==> src/logic/otp_part_pkg.sv <==
// OTP partition package
// Widths, error codes, macro commands and lock encodings shared by the
// unbuffered partition, plus the decoded view of one macro read block

package otp_part_pkg;

  ////////////////////////////////////////
  // Widths
  ////////////////////////////////////////

  localparam int unsigned BlockWidth       = 64;
  localparam int unsigned WordWidth        = 32;
  localparam int unsigned OtpWidth         = 16;
  localparam int unsigned OtpByteAddrWidth = 11;
  localparam int unsigned OtpAddrShift     = 1;
  localparam int unsigned OtpAddrWidth     = 10;
  localparam int unsigned OtpSizeWidth     = 2;
  localparam int unsigned WinAddrWidth     = 9;
  localparam int unsigned ErrWidth         = 3;

  ////////////////////////////////////////
  // Error codes
  ////////////////////////////////////////

  localparam logic [ErrWidth-1:0] NoError             = 3'd0;
  localparam logic [ErrWidth-1:0] MacroError          = 3'd1;
  localparam logic [ErrWidth-1:0] MacroEccCorrError   = 3'd2;
  localparam logic [ErrWidth-1:0] MacroEccUncorrError = 3'd3;
  localparam logic [ErrWidth-1:0] AccessError         = 3'd5;
  localparam logic [ErrWidth-1:0] FsmStateError       = 3'd7;

  // Macro read commands, ECC checked or raw
  localparam logic CmdRead    = 1'b0;
  localparam logic CmdReadRaw = 1'b1;

  // Redundant lock encoding
  // Anything but LockFalse is treated as locked
  localparam logic [7:0] LockTrue  = 8'h96;
  localparam logic [7:0] LockFalse = 8'h69;

  // One macro read block
  // Seen whole as the digest, or as two bus words with the low one first
  typedef union packed {
    logic [BlockWidth-1:0]             digest;
    logic [1:0][WordWidth-1:0]         words;
  } otp_block_u;

endpackage : otp_part_pkg

==> src/logic/otp_part_fsm.sv <==
// OTP partition control FSM
// Runs the digest read at init, serves bus reads through the macro,
// latches the error code and answers with bus errors once terminal

`timescale 1ns/1ps

module otp_part_fsm #(
  parameter bit HasDigest = 1'b1,
  parameter bit Integrity = 1'b1
) (
  input  logic                              clk_i,
  input  logic                              rst_ni,
  input  logic                              init_req_i,
  input  logic                              escalate_en_i,
  input  logic                              tlul_req_i,
  input  logic                              addr_ok_i,
  input  logic [7:0]                        read_lock_i,
  input  logic                              otp_gnt_i,
  input  logic                              otp_rvalid_i,
  input  logic [otp_part_pkg::ErrWidth-1:0] otp_err_i,
  output logic                              init_done_o,
  output logic [otp_part_pkg::ErrWidth-1:0] error_o,
  output logic                              fsm_err_o,
  output logic                              tlul_gnt_o,
  output logic                              tlul_rvalid_o,
  output logic [1:0]                        tlul_rerror_o,
  output logic                              otp_req_o,
  output logic                              otp_cmd_o,
  output logic                              data_sel_o,
  output logic                              fwd_rdata_o,
  output logic                              digest_load_o
);

  import otp_part_pkg::*;

  ////////////////////////////////////////
  // Sparse state codes
  ////////////////////////////////////////

  localparam int unsigned StateWidth = 10;
  localparam logic [StateWidth-1:0] ResetSt    = 10'b1001011100;
  localparam logic [StateWidth-1:0] InitSt     = 10'b0110110010;
  localparam logic [StateWidth-1:0] InitWaitSt = 10'b1111000101;
  localparam logic [StateWidth-1:0] IdleSt     = 10'b0001101011;
  localparam logic [StateWidth-1:0] ReadSt     = 10'b1010100111;
  localparam logic [StateWidth-1:0] ReadWaitSt = 10'b0101011001;
  localparam logic [StateWidth-1:0] ErrorSt    = 10'b1100111010;

  logic [StateWidth-1:0] state_d, state_q;
  logic [ErrWidth-1:0]   error_d, error_q;
  logic [ErrWidth-1:0]   otp_err;
  // Set when a request was granted in the error state and still owes a response
  logic                  pend_err_d, pend_err_q;

  assign error_o   = error_q;
  assign otp_cmd_o = Integrity ? CmdRead : CmdReadRaw;

  // ECC results mean nothing without integrity, so they are masked here
  always_comb begin
    otp_err = otp_err_i;
    if (!Integrity && (otp_err_i inside {MacroEccCorrError, MacroEccUncorrError})) begin
      otp_err = NoError;
    end
  end

  always_comb begin
    state_d       = state_q;
    error_d       = error_q;
    pend_err_d    = 1'b0;
    init_done_o   = 1'b0;
    fsm_err_o     = 1'b0;
    tlul_gnt_o    = 1'b0;
    tlul_rvalid_o = 1'b0;
    tlul_rerror_o = 2'b00;
    otp_req_o     = 1'b0;
    data_sel_o    = 1'b0;
    fwd_rdata_o   = 1'b0;
    digest_load_o = 1'b0;

    case (state_q)
      // Wait for the one init request; skip the digest read if there is none
      ResetSt: begin
        if (init_req_i) begin
          state_d = HasDigest ? InitSt : IdleSt;
        end
      end
      // Digest read, held until the macro takes it
      InitSt: begin
        otp_req_o = 1'b1;
        if (otp_gnt_i) begin
          state_d = InitWaitSt;
        end
      end
      InitWaitSt: begin
        if (otp_rvalid_i) begin
          if (otp_err inside {NoError, MacroEccCorrError}) begin
            digest_load_o = 1'b1;
            state_d       = IdleSt;
            if (otp_err != NoError) begin
              error_d = MacroEccCorrError;
            end
          end else begin
            state_d = ErrorSt;
            error_d = otp_err;
          end
        end
      end
      // Grant here, soft errors are dropped with the new request
      IdleSt: begin
        init_done_o = 1'b1;
        if (tlul_req_i) begin
          tlul_gnt_o = 1'b1;
          error_d    = NoError;
          state_d    = ReadSt;
        end
      end
      // Range and lock check on the latched address
      ReadSt: begin
        init_done_o = 1'b1;
        if (addr_ok_i && (read_lock_i == LockFalse)) begin
          otp_req_o  = 1'b1;
          data_sel_o = 1'b1;
          if (otp_gnt_i) begin
            state_d = ReadWaitSt;
          end
        end else begin
          // Bus error only, partition stays usable
          tlul_rvalid_o = 1'b1;
          tlul_rerror_o = 2'b11;
          error_d       = AccessError;
          state_d       = IdleSt;
        end
      end
      ReadWaitSt: begin
        init_done_o = 1'b1;
        if (otp_rvalid_i) begin
          tlul_rvalid_o = 1'b1;
          if (otp_err inside {NoError, MacroEccCorrError}) begin
            fwd_rdata_o = 1'b1;
            state_d     = IdleSt;
            if (otp_err != NoError) begin
              error_d = MacroEccCorrError;
            end
          end else begin
            tlul_rerror_o = 2'b11;
            error_d       = otp_err;
            state_d       = ErrorSt;
          end
        end
      end
      // Terminal state, one bus error per granted request
      ErrorSt: begin
        if (error_q == NoError) begin
          error_d = FsmStateError;
        end
        if (pend_err_q) begin
          tlul_rvalid_o = 1'b1;
          tlul_rerror_o = 2'b11;
        end else if (tlul_req_i) begin
          tlul_gnt_o = 1'b1;
          pend_err_d = 1'b1;
        end
      end
      // Glitched state code
      default: begin
        state_d   = ErrorSt;
        fsm_err_o = 1'b1;
      end
    endcase

    // Escalation wins over everything above
    if (escalate_en_i) begin
      state_d   = ErrorSt;
      fsm_err_o = 1'b1;
      if (state_q != ErrorSt) begin
        error_d = FsmStateError;
      end
    end
  end

  always_ff @(posedge clk_i or negedge rst_ni) begin
    if (!rst_ni) begin
      state_q    <= ResetSt;
      error_q    <= NoError;
      pend_err_q <= 1'b0;
    end else begin
      state_q    <= state_d;
      error_q    <= error_d;
      pend_err_q <= pend_err_d;
    end
  end

endmodule : otp_part_fsm

==> src/logic/otp_part_window.sv <==
// OTP partition software window
// Latches the bus word address, checks it against the partition bounds and
// forms the macro address, size and forwarded read data

`timescale 1ns/1ps

module otp_part_window #(
  parameter int unsigned PartOffset = 64,
  parameter int unsigned PartSize   = 64
) (
  input  logic                                  clk_i,
  input  logic                                  rst_ni,
  input  logic                                  tlul_gnt_i,
  input  logic [otp_part_pkg::WinAddrWidth-1:0] tlul_addr_i,
  input  logic                                  data_sel_i,
  input  logic                                  fwd_rdata_i,
  input  otp_part_pkg::otp_block_u              otp_rdata_i,
  output logic                                  addr_ok_o,
  output logic [otp_part_pkg::OtpAddrWidth-1:0] otp_addr_o,
  output logic [otp_part_pkg::OtpSizeWidth-1:0] otp_size_o,
  output logic [otp_part_pkg::WordWidth-1:0]    tlul_rdata_o
);

  import otp_part_pkg::*;

  // Bounds in bytes, one bit wider so the end can sit past the macro
  localparam logic [OtpByteAddrWidth:0] PartStart = (OtpByteAddrWidth+1)'(PartOffset);
  localparam logic [OtpByteAddrWidth:0] PartEnd   = (OtpByteAddrWidth+1)'(PartOffset + PartSize);
  // Digest lives in the last block of the partition
  localparam logic [OtpByteAddrWidth-1:0] DigestOffset =
      OtpByteAddrWidth'(PartOffset + PartSize - BlockWidth / 8);

  logic [WinAddrWidth-1:0]     addr_q;
  logic [OtpByteAddrWidth-1:0] byte_addr;
  logic [OtpByteAddrWidth-1:0] addr_calc;

  always_ff @(posedge clk_i or negedge rst_ni) begin
    if (!rst_ni) begin
      addr_q <= '0;
    end else if (tlul_gnt_i) begin
      addr_q <= tlul_addr_i;
    end
  end

  assign byte_addr = {addr_q, 2'b00};
  assign addr_ok_o = ({1'b0, byte_addr} >= PartStart) && ({1'b0, byte_addr} < PartEnd);

  // Macro works on 16 bit words
  assign addr_calc  = data_sel_i ? byte_addr : DigestOffset;
  assign otp_addr_o = OtpAddrWidth'(addr_calc >> OtpAddrShift);
  assign otp_size_o = data_sel_i ? OtpSizeWidth'(WordWidth / OtpWidth - 1) :
                                   OtpSizeWidth'(BlockWidth / OtpWidth - 1);

  // Only good responses carry data
  assign tlul_rdata_o = fwd_rdata_i ? otp_rdata_i.words[0] : '0;

endmodule : otp_part_window

==> src/logic/otp_part_digest_lock.sv <==
// OTP partition digest register and lock merge
// Holds the digest read at init and registers the read and write locks,
// which also cover the uninitialized and digest-locked cases

`timescale 1ns/1ps

module otp_part_digest_lock #(
  parameter bit HasDigest         = 1'b1,
  parameter bit ReadLockByDigest  = 1'b0,
  parameter bit WriteLockByDigest = 1'b1
) (
  input  logic                                clk_i,
  input  logic                                rst_ni,
  input  logic                                digest_load_i,
  input  otp_part_pkg::otp_block_u            otp_rdata_i,
  input  logic                                init_done_i,
  input  logic [7:0]                          read_lock_i,
  input  logic [7:0]                          write_lock_i,
  output logic [otp_part_pkg::BlockWidth-1:0] digest_o,
  output logic [7:0]                          read_lock_o,
  output logic [7:0]                          write_lock_o
);

  import otp_part_pkg::*;

  logic [BlockWidth-1:0] digest_q;
  logic                  digest_set;
  logic                  read_locked, write_locked;

  // Digest stays zero when the partition has none
  always_ff @(posedge clk_i or negedge rst_ni) begin
    if (!rst_ni) begin
      digest_q <= '0;
    end else if (HasDigest && digest_load_i) begin
      digest_q <= otp_rdata_i.digest;
    end
  end

  assign digest_o   = digest_q;
  assign digest_set = (digest_q != '0);

  ////////////////////////////////////////
  // Lock merge
  ////////////////////////////////////////

  assign read_locked  = (read_lock_i != LockFalse) || !init_done_i ||
                        (ReadLockByDigest && digest_set);
  assign write_locked = (write_lock_i != LockFalse) || !init_done_i ||
                        (WriteLockByDigest && digest_set);

  // One register stage on the encoded value, locked out of reset
  always_ff @(posedge clk_i or negedge rst_ni) begin
    if (!rst_ni) begin
      read_lock_o  <= LockTrue;
      write_lock_o <= LockTrue;
    end else begin
      read_lock_o  <= read_locked ? LockTrue : LockFalse;
      write_lock_o <= write_locked ? LockTrue : LockFalse;
    end
  end

endmodule : otp_part_digest_lock

==> src/logic/otp_part_unbuf.sv <==
// OTP unbuffered partition
// Ties the control FSM, the software window and the digest lock block
// together between the bus port and the macro port

`timescale 1ns/1ps

module otp_part_unbuf #(
  parameter int unsigned PartOffset        = 64,
  parameter int unsigned PartSize          = 64,
  parameter bit          HasDigest         = 1'b1,
  parameter bit          Integrity         = 1'b1,
  parameter bit          ReadLockByDigest  = 1'b0,
  parameter bit          WriteLockByDigest = 1'b1
) (
  input  logic                                  clk_i,
  input  logic                                  rst_ni,
  // Init and status
  input  logic                                  init_req_i,
  output logic                                  init_done_o,
  input  logic                                  escalate_en_i,
  output logic [otp_part_pkg::ErrWidth-1:0]     error_o,
  output logic                                  fsm_err_o,
  // Locks and digest
  input  logic [7:0]                            access_read_lock_i,
  input  logic [7:0]                            access_write_lock_i,
  output logic [7:0]                            access_read_lock_o,
  output logic [7:0]                            access_write_lock_o,
  output logic [otp_part_pkg::BlockWidth-1:0]   digest_o,
  // Bus side
  input  logic                                  tlul_req_i,
  output logic                                  tlul_gnt_o,
  input  logic [otp_part_pkg::WinAddrWidth-1:0] tlul_addr_i,
  output logic [1:0]                            tlul_rerror_o,
  output logic                                  tlul_rvalid_o,
  output logic [otp_part_pkg::WordWidth-1:0]    tlul_rdata_o,
  // Macro side
  output logic                                  otp_req_o,
  output logic                                  otp_cmd_o,
  output logic [otp_part_pkg::OtpSizeWidth-1:0] otp_size_o,
  output logic [otp_part_pkg::OtpAddrWidth-1:0] otp_addr_o,
  input  logic                                  otp_gnt_i,
  input  logic                                  otp_rvalid_i,
  input  otp_part_pkg::otp_block_u              otp_rdata_i,
  input  logic [otp_part_pkg::ErrWidth-1:0]     otp_err_i
);

  logic addr_ok;
  logic data_sel;
  logic fwd_rdata;
  logic digest_load;

  otp_part_fsm #(
    .HasDigest (HasDigest),
    .Integrity (Integrity)
  ) u_fsm (
    .clk_i         (clk_i),
    .rst_ni        (rst_ni),
    .init_req_i    (init_req_i),
    .escalate_en_i (escalate_en_i),
    .tlul_req_i    (tlul_req_i),
    .addr_ok_i     (addr_ok),
    .read_lock_i   (access_read_lock_o),
    .otp_gnt_i     (otp_gnt_i),
    .otp_rvalid_i  (otp_rvalid_i),
    .otp_err_i     (otp_err_i),
    .init_done_o   (init_done_o),
    .error_o       (error_o),
    .fsm_err_o     (fsm_err_o),
    .tlul_gnt_o    (tlul_gnt_o),
    .tlul_rvalid_o (tlul_rvalid_o),
    .tlul_rerror_o (tlul_rerror_o),
    .otp_req_o     (otp_req_o),
    .otp_cmd_o     (otp_cmd_o),
    .data_sel_o    (data_sel),
    .fwd_rdata_o   (fwd_rdata),
    .digest_load_o (digest_load)
  );

  otp_part_window #(
    .PartOffset (PartOffset),
    .PartSize   (PartSize)
  ) u_window (
    .clk_i        (clk_i),
    .rst_ni       (rst_ni),
    .tlul_gnt_i   (tlul_gnt_o),
    .tlul_addr_i  (tlul_addr_i),
    .data_sel_i   (data_sel),
    .fwd_rdata_i  (fwd_rdata),
    .otp_rdata_i  (otp_rdata_i),
    .addr_ok_o    (addr_ok),
    .otp_addr_o   (otp_addr_o),
    .otp_size_o   (otp_size_o),
    .tlul_rdata_o (tlul_rdata_o)
  );

  // Lock merge sees the same init_done that goes out of the partition
  otp_part_digest_lock #(
    .HasDigest         (HasDigest),
    .ReadLockByDigest  (ReadLockByDigest),
    .WriteLockByDigest (WriteLockByDigest)
  ) u_digest_lock (
    .clk_i         (clk_i),
    .rst_ni        (rst_ni),
    .digest_load_i (digest_load),
    .otp_rdata_i   (otp_rdata_i),
    .init_done_i   (init_done_o),
    .read_lock_i   (access_read_lock_i),
    .write_lock_i  (access_write_lock_i),
    .digest_o      (digest_o),
    .read_lock_o   (access_read_lock_o),
    .write_lock_o  (access_write_lock_o)
  );

endmodule : otp_part_unbuf

==> config.mk <==
export PLATFORM = sky130hd
export DESIGN_NAME = otp_part_unbuf
export DESIGN_NICKNAME = d
export VERILOG_FILES = /design/src/logic/otp_part_pkg.sv /design/src/logic/otp_part_fsm.sv /design/src/logic/otp_part_window.sv /design/src/logic/otp_part_digest_lock.sv /design/src/logic/otp_part_unbuf.sv
export SDC_FILE = /design/constraint.sdc
export NUM_CORES = 1
export LEC_CHECK = 0
export BUFFER_PORTS_ARGS = -buffer_cell sky130_fd_sc_hd__buf_2
export CORE_MARGIN = 1.5
export CORE_UTILIZATION = 40
export CTS_CLUSTER_SIZE = 25
export DETAILED_ROUTE_END_ITERATION = 6
export GPL_TIMING_DRIVEN = 0
export PLACE_DENSITY = 0.72
export SYNTH_ARGS = -nofsm -noshare
export SYNTH_HDL_FRONTEND = slang
export SYNTH_HIERARCHICAL = 1
export SYNTH_SLANG_ARGS = --single-unit
==> constraint.sdc <==
create_clock -name clk_i -period 2.6 [get_ports clk_i]
set_input_delay 0.26 -clock clk_i [delete_from_list [all_inputs] [get_ports clk_i]]
set_output_delay 0.26 -clock clk_i [all_outputs]
set_load 0.005 [all_outputs]
==> metrics.cfg, run 1 <==
[worst_hold_path]
holdPathEnd=u_digest_lock/digest_o[34]
worstHoldStart=otp_rdata_i[34]
min_delay_path_depth=2
holdCritPathClass=primary input to register

[layout]
finalInstanceArea_um2=6480
multi_input_area_um2=2140
antenna_cells=0
seq_area_um2=2260
stdcell_count=777
area_growth_syn_to_layout_pct=43.0
final_cell_mix=226 x buf_2, 83 x dfrtp_1, 37 x mux2_2
final_layout_size_suffix_gt1_share_pct=57.6
nNetsFinal=731
fin_util_pct=59.3
fill_cells=942
final_common_cell=buf_2

[floorplan]
start_util_pct=41.5
die_x_um=109
die_y_um=109
core_area_um2=10900
die_area_um2=12000
rows=38
boundaryPins=234

[yosys]
netlist.area_leader.share_pct=45.8
ys_warn_count=6
ys_seq_elements=90
yosysTopAreaCell=dfrtp_1
ys_seq_area_share_pct=49.9
ys.flop_type=dfrtp_1
syn-instance-count=382
synth_edf_count=0
async_reset_ff_share_pct=100
ys_types=53
avgSynthCellArea_um2=11.9
synth.net_count=481
yosys-top-cells-area=dfrtp_1 46%, mux2_2 9.2%, mux2_1 6.7%
synth_area_um2=4530

[sta]
finClkSkew_ns=0.00858
finalHoldViolCount=0
fin_crit_ns=2.61
setup_viol=5
post-route-period-util_pct=100
max_slew_margin_pct=52.2
fmax_mhz=383
worst_pin_slew_ns=0.710
tns_ns=-0.0214
rsz0062_at_grt=true
worst_slack_ns=-0.00882
drv_slew=0

[pwr]
p_leak_nw=3.61
peakVddDrop_mv=0.269
powerDensity_nw_per_um2=478
power_mw=3.10

[setup_path]
r2r_start=u_fsm/state_q[9]
cp.required_ns=2.34
slowest_stage=dfstp_2
critPathKind=register to output port
cp_top_family=simple AND/OR/NAND/NOR gates
crit_chain=or3b_4 > nor3_4 > nand2_2 > nor3_4 > buf_6 > clkbuf_16 > and2_4 > buf_6
cp_num_buf_inv=3
cpPeakStageDelay_ns=0.56
critPathLaunchType=register
cp_max_fo=5
rrSetupSlack_ns=0.11
rr_worst_depth=6
critPathArrivalTime_ns=2.35
r2r-end=u_digest_lock/digest_o[0]
cp-end-kind=output port

[place]
dpl.cell_count=752
gp_congestion=0.889
place_area_um2=5890
io_buffers=229
dpl.hpwl_mm=10.4

[routing]
vias_per_cell=5.10
drc_errors=0
antenna_left=0
dr.pass1.iters=4
initialDrtViolationCount=142
wl_per_cell_um=17.6
vias=3962
wl_mm=13.6

[clock_network]
clkTransAtPathRegs_ns=0.06
clk_path_buf_depth=2
cts_sinks=90
clock_latency_ns=0.34
cts_buffers=9
cts-root-buf=clkbuf_16
cts_tree=yes
cts-htree-levels=3

[global_route]
grt_pass1_vias=3872
track_usage_pct=22.5
grt_pass1_wl_mm=20.2
grt_max_degree=57
antenna_found_initial=0
grt_overflow_total=0

[job]
cap_violations=0

[outcome]
violations=negative setup slack
status=complete, but fails checks

[cell usage after synthesis, drive strengths merged (2+ instances only)]
cell,n
inv,6
or4,3
nand4b,2
nand2,7
nor2,18
a21oi,8
a31o,2
nor4,23
nand3b,3
mux2i,3
a211oi,2
dfstp,7
clkbuf,6
and4,2
o211ai,2
dfrtp,83
nor3,10
nand4bb,3
a22oi,3
mux2,73
nor3b,3
buf,27
o22ai,2
nand4,4
and2,38
nor4bb,2
conb,3
o21ai,10
nand2b,13
nor4b,2
[logic make-up after synthesis]
group | Yosys count | synth area share, %
mux | 76 | 19.5
other cells | 3 | 0.248
flops | 90 | 49.9
simple gates | 138 | 19.6
compound gates | 36 | 5.44
buf+inv | 39 | 5.27
[registers in the layout, indices dropped and copies added, names as in the netlist]
name / cells
u_digest_lock/write_lock_o: 2
u_digest_lock/digest_o: 64
u_digest_lock/read_lock_o: 2
u_fsm/state_q: 9
u_window/addr_q: 9
u_fsm/error_o: 3
u_fsm/pend_err_q: 1
[worst max path at each step]
stage                                 from            endpoint  slack [ns]  cells past startpoint
after floorplan           u_fsm/state_q[3]  u_window/addr_q[0]        0.35                      7
after global placement    u_fsm/state_q[3]    tlul_rdata_o[31]       -0.64                      7
after detailed placement  u_fsm/state_q[3]     tlul_rdata_o[3]       -0.68                      7
after CTS                 u_fsm/state_q[3]     tlul_rdata_o[3]       -0.07                      8
after global routing      u_fsm/state_q[3]     tlul_rdata_o[3]       -0.09                      8
final                     u_fsm/state_q[3]    tlul_rdata_o[31]      -0.009                      8
[where the power goes]
group / switching, mW / internal [mW]
Clock: 0.540 / 0.847
Combinational: 0.106 / 0.136
Sequential: 0.0334 / 1.44
[routing by layer]
metal	vias up	track usage (%)	part of all wire, %
met4	0	9.18	2.1
met2	138	38.5	52
met3	19	3.91	5.3
met1	1932	28.0	41
li1	1873	-	-
met5	-	0	0
[what timing repair did]
item                       CTS  global route
cloned                       0             1
setup buffers                7             2
pin swaps                    4             4
setup endpoints to repair   63            79
resized for setup           19            27
hold endpoints to repair    31             0
hold buffers                 1             0
[per-stage QoR]
stage	hold WS, ns	setup slack (ns)
after floorplan	-0.0356	0.351
after global placement	0.437	-0.641
after detailed placement	0.246	-0.678
after CTS	0.127	-0.0685
after global routing	0.128	-0.0873
final	0.133	-0.00882
[layout make-up]
| class | instances | area share, % |
|---|---|---|
| Timing Repair Buffer | 241 | 20.4 |
| Tap cell | 140 | 2.70 |
| Inverter | 6 | 0.347 |
| Multi-Input combinational cell | 253 | 33.0 |
| Buffer | 31 | 3.82 |
| Sequential cell | 90 | 34.9 |
| Clock buffer | 12 | 3.65 |
| Clock inverter | 4 | 1.20 |
(Power assumes the default switching activity.)
==> inputs of run 2 (changes only) <==
==> constraint.sdc (replaced) <==
create_clock -name clk_i -period 2.6 [get_ports clk_i]
set_input_delay 0.52 -clock clk_i [delete_from_list [all_inputs] [get_ports clk_i]]
set_output_delay 0.52 -clock clk_i [all_outputs]
set_load 0.005 [all_outputs]
==> run 2 against run 1 <==
Against the previous run:
- largest cell class unchanged
- via count is 2.1% higher
- first-iteration DRC count unchanged
- cell area up 2.6%
- critical path type unchanged
- final cell count increased by 1.2%
- the flow still finishes with violations (negative setup slack)
==> metrics.cfg, run 2 (synthesis gave the netlist of run 1 again) <==
[outcome]
status=complete, but fails checks  ; unchanged
violations=negative setup slack  ; unchanged

[global_route]
grt_overflow_total=0  ; unchanged
grt_max_degree=57  ; unchanged
grt_pass1_vias=3912  ; was 3872
grt_pass1_wl_mm=20.5  ; was 20.2 mm
track_usage_pct=22.8  ; was 22.5%
antenna_found_initial=0  ; unchanged

[clock_network]
cts-root-buf=clkbuf_16  ; unchanged
clkTransAtPathRegs_ns=0.06  ; about the same
cts_sinks=90  ; unchanged
cts_tree=yes  ; unchanged
cts-htree-levels=3  ; unchanged
clock_latency_ns=0.34  ; about the same
cts_buffers=9  ; unchanged
clk_path_buf_depth=2  ; unchanged

[routing]
antenna_left=0  ; unchanged
wl_mm=13.9  ; was 13.6 mm
wl_per_cell_um=17.7  ; was 17.6 um
vias=4044  ; was 3962
initialDrtViolationCount=142  ; unchanged
dr.pass1.iters=4  ; unchanged
drc_errors=0  ; unchanged
vias_per_cell=5.15  ; was 5.10

[place]
dp_slack_ns=-0.938  ; was -0.678 ns
dpl.hpwl_mm=10.4  ; unchanged
place_area_um2=5890  ; unchanged
io_buffers=229  ; unchanged
gp_congestion=0.889  ; unchanged

[setup_path]
cp.required_ns=2.08  ; was 2.34 ns
r2r_start=u_fsm/state_q[4]  ; was u_fsm/state_q[9]
cp_top_family=simple AND/OR/NAND/NOR gates  ; unchanged
crit_chain=or3b_4 > nor3_4 > nand2_2 > nor3_4 > buf_6 > clkbuf_16 > and2_4 > buf_6  ; unchanged
rr_worst_depth=8  ; was 6
cp_max_fo=5  ; unchanged
critPathKind=register to output port  ; unchanged
r2r-end=u_digest_lock/write_lock_o[5]  ; was u_digest_lock/digest_o[0]
slowest_stage=dfstp_2  ; unchanged
cp_num_buf_inv=3  ; unchanged
worstSetupPathDepth=8  ; unchanged
rrSetupSlack_ns=-0.02  ; was 0.11 ns
startpoint=u_fsm/state_q[3]  ; unchanged
crit_path_end=tlul_rdata_o[3]  ; was tlul_rdata_o[31]
cpPeakStageDelay_ns=0.53  ; was 0.56 ns
critPathLaunchType=register  ; unchanged
critPathArrivalTime_ns=2.24  ; was 2.35 ns
cp-end-kind=output port  ; unchanged

[floorplan]
die_y_um=109  ; unchanged
die_x_um=109  ; unchanged
start_util_pct=41.5  ; unchanged
boundaryPins=234  ; unchanged
rows=38  ; unchanged
die_area_um2=12000  ; unchanged
core_area_um2=10900  ; unchanged

[worst_hold_path]
holdCritPathClass=primary input to async pin  ; was primary input to register

[layout]
area_growth_syn_to_layout_pct=46.8  ; was 43.0%
final_cell_mix=225 x buf_2, 83 x dfrtp_1, 37 x mux2_2  ; was 226 x buf_2, 83 x dfrtp_1, 37 x mux2_2
seq_area_um2=2260  ; unchanged
nNetsFinal=740  ; was 731
multi_input_area_um2=2230  ; was 2140 um2
final_layout_size_suffix_gt1_share_pct=60.1  ; was 57.6%
fill_cells=919  ; was 942
antenna_cells=0  ; unchanged
fin_util_pct=60.9  ; was 59.3%
finalInstanceArea_um2=6660  ; was 6480 um2
largest_reg_flops=64  ; unchanged
final_common_cell=buf_2  ; unchanged

[sta]
finalHoldViolCount=0  ; unchanged
fin_crit_ns=2.76  ; was 2.61 ns
worst_slack_ns=-0.165  ; was -0.00882 ns
setup_viol=37  ; was 5
hold_ws_ns=0.123  ; was 0.133 ns
drv_slew=0  ; unchanged
fmax_mhz=362  ; was 383 MHz
post-route-period-util_pct=106  ; was 100%
rsz0062_at_grt=true  ; unchanged
max_slew_margin_pct=51.1  ; was 52.2%
finClkSkew_ns=0.00970  ; was 0.00858 ns
worst_pin_slew_ns=0.726  ; was 0.710 ns

[pwr]
p_leak_nw=3.70  ; was 3.61 nW
peakVddDrop_mv=0.271  ; was 0.269 mV
power_mw=3.10  ; about the same
powerDensity_nw_per_um2=466  ; was 478 nW/um2

[job]
cap_violations=0  ; unchanged

-- run 2: report_power, final --
group	internal [mW]	switching [mW]	total, mW
logic	0.138	0.108	0.246
clock network	0.847	0.538	1.39
registers	1.44	0.0340	1.47
-- run 2: worst register-to-register path, cell delays in order (launching register included) --
cell      delay [ns]
dfstp_2         0.41
nand2b_2        0.28
nor4_1          0.65
a21oi_2         0.14
nand2_1         0.17
nor4bb_4        0.22
nand4_1         0.21
nor4_4          0.26
and4_1          0.22
-- run 2: what timing repair did --
action                                  CTS  global route
pin swaps                                 9             6
gates resized for setup                  31            38
setup buffers                            16             5
cloned                                    0             1
hold buffers                              0             0
endpoints found under the setup margin   77            60
-- run 2: per-stage QoR --
stage	setup TNS, ns	cells
4_1_cts	-7.73	782
3_5_place_dp	-27.53	752
3_3_place_gp	-26.27	751
2_1_floorplan	0	382
5_1_grt	-7.45	786
6_report	-4.57	786
-- run 2: cell type report --
cell class | count | area share [%]
plain buffers | 31 | 3.76
clock buffers | 12 | 3.55
clock inverters | 4 | 1.17
inverters | 6 | 0.338
multi-input cells | 253 | 33.6
flip-flops and latches | 90 | 34.0
well taps | 140 | 2.63
repair buffers | 250 | 21.0
-- run 2: how the worst min path moves through the flow --
stage / start / to / slack, ns / cells after the start
after floorplan: rst_ni / u_digest_lock/digest_o[0] / 0.22 / 0
after global placement: u_fsm/pend_err_q / u_fsm/pend_err_q / 0.44 / 1
after detailed placement: u_fsm/pend_err_q / u_fsm/pend_err_q / 0.45 / 1
after CTS: rst_ni / u_fsm/pend_err_q / 0.14 / 1
after global routing: rst_ni / u_fsm/pend_err_q / 0.17 / 1
final: rst_ni / u_fsm/pend_err_q / 0.12 / 1
-- run 2: layer usage --
layer	vias to the layer above	share of wire, %	global-route usage (%)
li1	1900	-	-
met1	1975	41	28.3
met2	149	52	39.3
met3	20	5.2	4.03
met4	0	2.2	9.18
met5	-	0	0
==> inputs of run 3 (changes only) <==
- CORE_UTILIZATION: 40 -> 46
- PLACE_DENSITY: 0.72 -> 0.81
- TNS_END_PERCENT: unset -> 5
==> run 3 against run 2 <==
Against the previous run:
- the flow still finishes with violations (negative setup slack)
- highest routed layer unchanged
- via count fell by 0.72%
- combinational power barely moved
- largest power group unchanged
- flip-flop and latch count is the same
- clock skew is 0.0030 ns higher
- final cell count down 2.3%
- sequential power barely moved
- register-to-register slack improved by 0.06 ns
- routed wire length shrank 5.0%
- critical path type unchanged
==> metrics.cfg, run 3 (synthesis gave the netlist of run 1 again) <==
[sta]
fin_crit_ns=2.91  ; was 2.76 ns
post-route-period-util_pct=112  ; was 106%
finClkSkew_ns=0.0127  ; was 0.00970 ns
rsz0062_at_grt=true  ; unchanged
worst_pin_slew_ns=0.620  ; was 0.726 ns
max_slew_margin_pct=58.3  ; was 51.1%
drv_slew=0  ; unchanged
setup_viol=38  ; was 37
fmax_mhz=344  ; was 362 MHz
finalHoldViolCount=0  ; unchanged
worst_slack_ns=-0.307  ; was -0.165 ns

[global_route]
grt_pass1_vias=3740  ; was 3912
antenna_found_initial=0  ; unchanged
grt_max_degree=58  ; was 57
grt_pass1_wl_mm=19.2  ; was 20.5 mm
grt_overflow_total=0  ; unchanged
track_usage_pct=24.3  ; was 22.8%

[setup_path]
startpoint=u_fsm/state_q[3]  ; unchanged
crit_chain=or3b_4 > nor3_4 > nand2_2 > nor3_4 > buf_6 > clkbuf_16 > and2_1 > buf_2  ; was or3b_4 > nor3_4 > nand2_2 > nor3_4 > buf_6 > clkbuf_16 > and2_4 > buf_6
cp_num_buf_inv=3  ; unchanged
critPathArrivalTime_ns=2.39  ; was 2.24 ns
slowest_stage=dfstp_2  ; unchanged
cpMostUsedCell=nor3_4
critPathKind=register to output port  ; unchanged
critPathLaunchType=register  ; unchanged
cp_top_family=simple AND/OR/NAND/NOR gates  ; unchanged
rr_worst_depth=7  ; was 8
worstSetupPathDepth=8  ; unchanged
cp.required_ns=2.08  ; about the same
cp-end-kind=output port  ; unchanged
cpPeakStageDelay_ns=0.54  ; was 0.53 ns
cp_max_fo=5  ; unchanged
r2r_start=u_fsm/state_q[9]  ; was u_fsm/state_q[4]

[job]
cap_violations=0  ; unchanged

[floorplan]
rows=36  ; was 38
die_y_um=102  ; was 109 um
boundaryPins=234  ; unchanged
die_x_um=102  ; was 109 um
start_util_pct=46.8  ; was 41.5%
die_area_um2=10500  ; was 12000 um2
core_area_um2=9680  ; was 10900 um2

[pwr]
peakVddDrop_mv=0.337  ; was 0.271 mV
p_leak_nw=3.57  ; was 3.70 nW
power_mw=2.68  ; was 3.10 mW
powerDensity_nw_per_um2=421  ; was 466 nW/um2

[clock_network]
clkTransAtPathRegs_ns=0.10  ; was 0.06 ns
cts_buffers=9  ; unchanged
clk_path_buf_depth=2  ; unchanged
cts-htree-levels=3  ; unchanged
cts_tree=yes  ; unchanged
clock_latency_ns=0.36  ; was 0.34 ns
cts-root-buf=clkbuf_8  ; was clkbuf_16
cts_sinks=90  ; unchanged

[layout]
final_layout_size_suffix_gt1_share_pct=58.6  ; was 60.1%
area_growth_syn_to_layout_pct=40.6  ; was 46.8%
final_common_cell=buf_2  ; unchanged
nNetsFinal=729  ; was 740
largest_reg_flops=64  ; unchanged
final_cell_mix=231 x buf_2, 83 x dfrtp_1, 37 x mux2_2  ; was 225 x buf_2, 83 x dfrtp_1, 37 x mux2_2
antenna_cells=0  ; unchanged
fill_cells=742  ; was 919

[routing]
wl_mm=13.2  ; was 13.9 mm
initialDrtViolationCount=145  ; was 142
vias_per_cell=5.23  ; was 5.15
wl_per_cell_um=17.2  ; was 17.7 um
drc_errors=0  ; unchanged
antenna_left=0  ; unchanged
vias=4015  ; was 4044
dr.pass1.iters=5  ; was 4

[place]
gp_congestion=0.873  ; was 0.889
dpl.hpwl_mm=10.2  ; was 10.4 mm
dp_slack_ns=-0.876  ; was -0.938 ns
io_buffers=229  ; unchanged

[outcome]
status=complete, but fails checks  ; unchanged
violations=negative setup slack  ; unchanged

[worst_hold_path]
holdCritPathClass=primary input to async pin  ; unchanged

run 3: layout make-up:
type / instances / area [um2] / area share, %
tap: 133 / 166 / 2.61
inverter: 6 / 22.5 / 0.353
clock inverter: 7 / 76.3 / 1.20
multi-input combinational: 253 / 2200 / 34.4
buffer: 33 / 275 / 4.32
sequential: 90 / 2260 / 35.5
timing repair buffer: 237 / 1250 / 19.7
clock buffer: 9 / 124 / 1.94
run 3: worst paths after layout:
path	slack [ns]	endpoint
max	-0.31	tlul_rdata_o[3]
min	0.09	u_digest_lock/digest_o[18]
max reg2reg	0.04	u_digest_lock/digest_o[4]
min reg2reg	0.50	u_fsm/pend_err_q
max in group asynchronous	1.82	u_fsm/state_q[9]
min in group clk_i	0.37	u_digest_lock/digest_o[38]
run 3: where the power goes:
group,switching [mW],internal [mW]
logic,0.107,0.136
clock network,0.519,0.453
registers,0.0337,1.44
run 3: what timing repair did:
action	in CTS	in global routing
buffers inserted	6	0
resized for setup	30	24
pin swaps	3	4
hold buffers	0	0
gates cloned	0	1
setup endpoints to repair	80	111
run 3: through the flow:
step	hold slack [ns]	cell area, um2	utilization [%]	setup TNS (ns)	cells
finish	0.0935	6380	65.8	-9.47	768
global route	0.112	6380	65.8	-12.73	768
CTS	0.0954	6260	64.6	-12.33	767
detailed placement	0.454	5880	60.7	-26.15	745
global placement	0.446	5850	60.4	-27.70	744
floorplan	0.224	4530	-	0	382
run 3: worst reg2reg max path, stage by stage (launching register included):
cell,delay (ns)
dfstp_2,0.54
buf_6,0.13
nand4b_1,0.22
nor3_2,0.33
and3_1,0.25
buf_2,0.28
clkbuf_4,0.33
mux2_1,0.36
run 3: layer usage:
metal	wire [um]	track usage, %	vias up
met1	5380	30.1	1960
li1	-	-	1859
met4	276	10.0	0
met2	6840	41.6	170
met5	0	0	-
met3	716	4.65	26
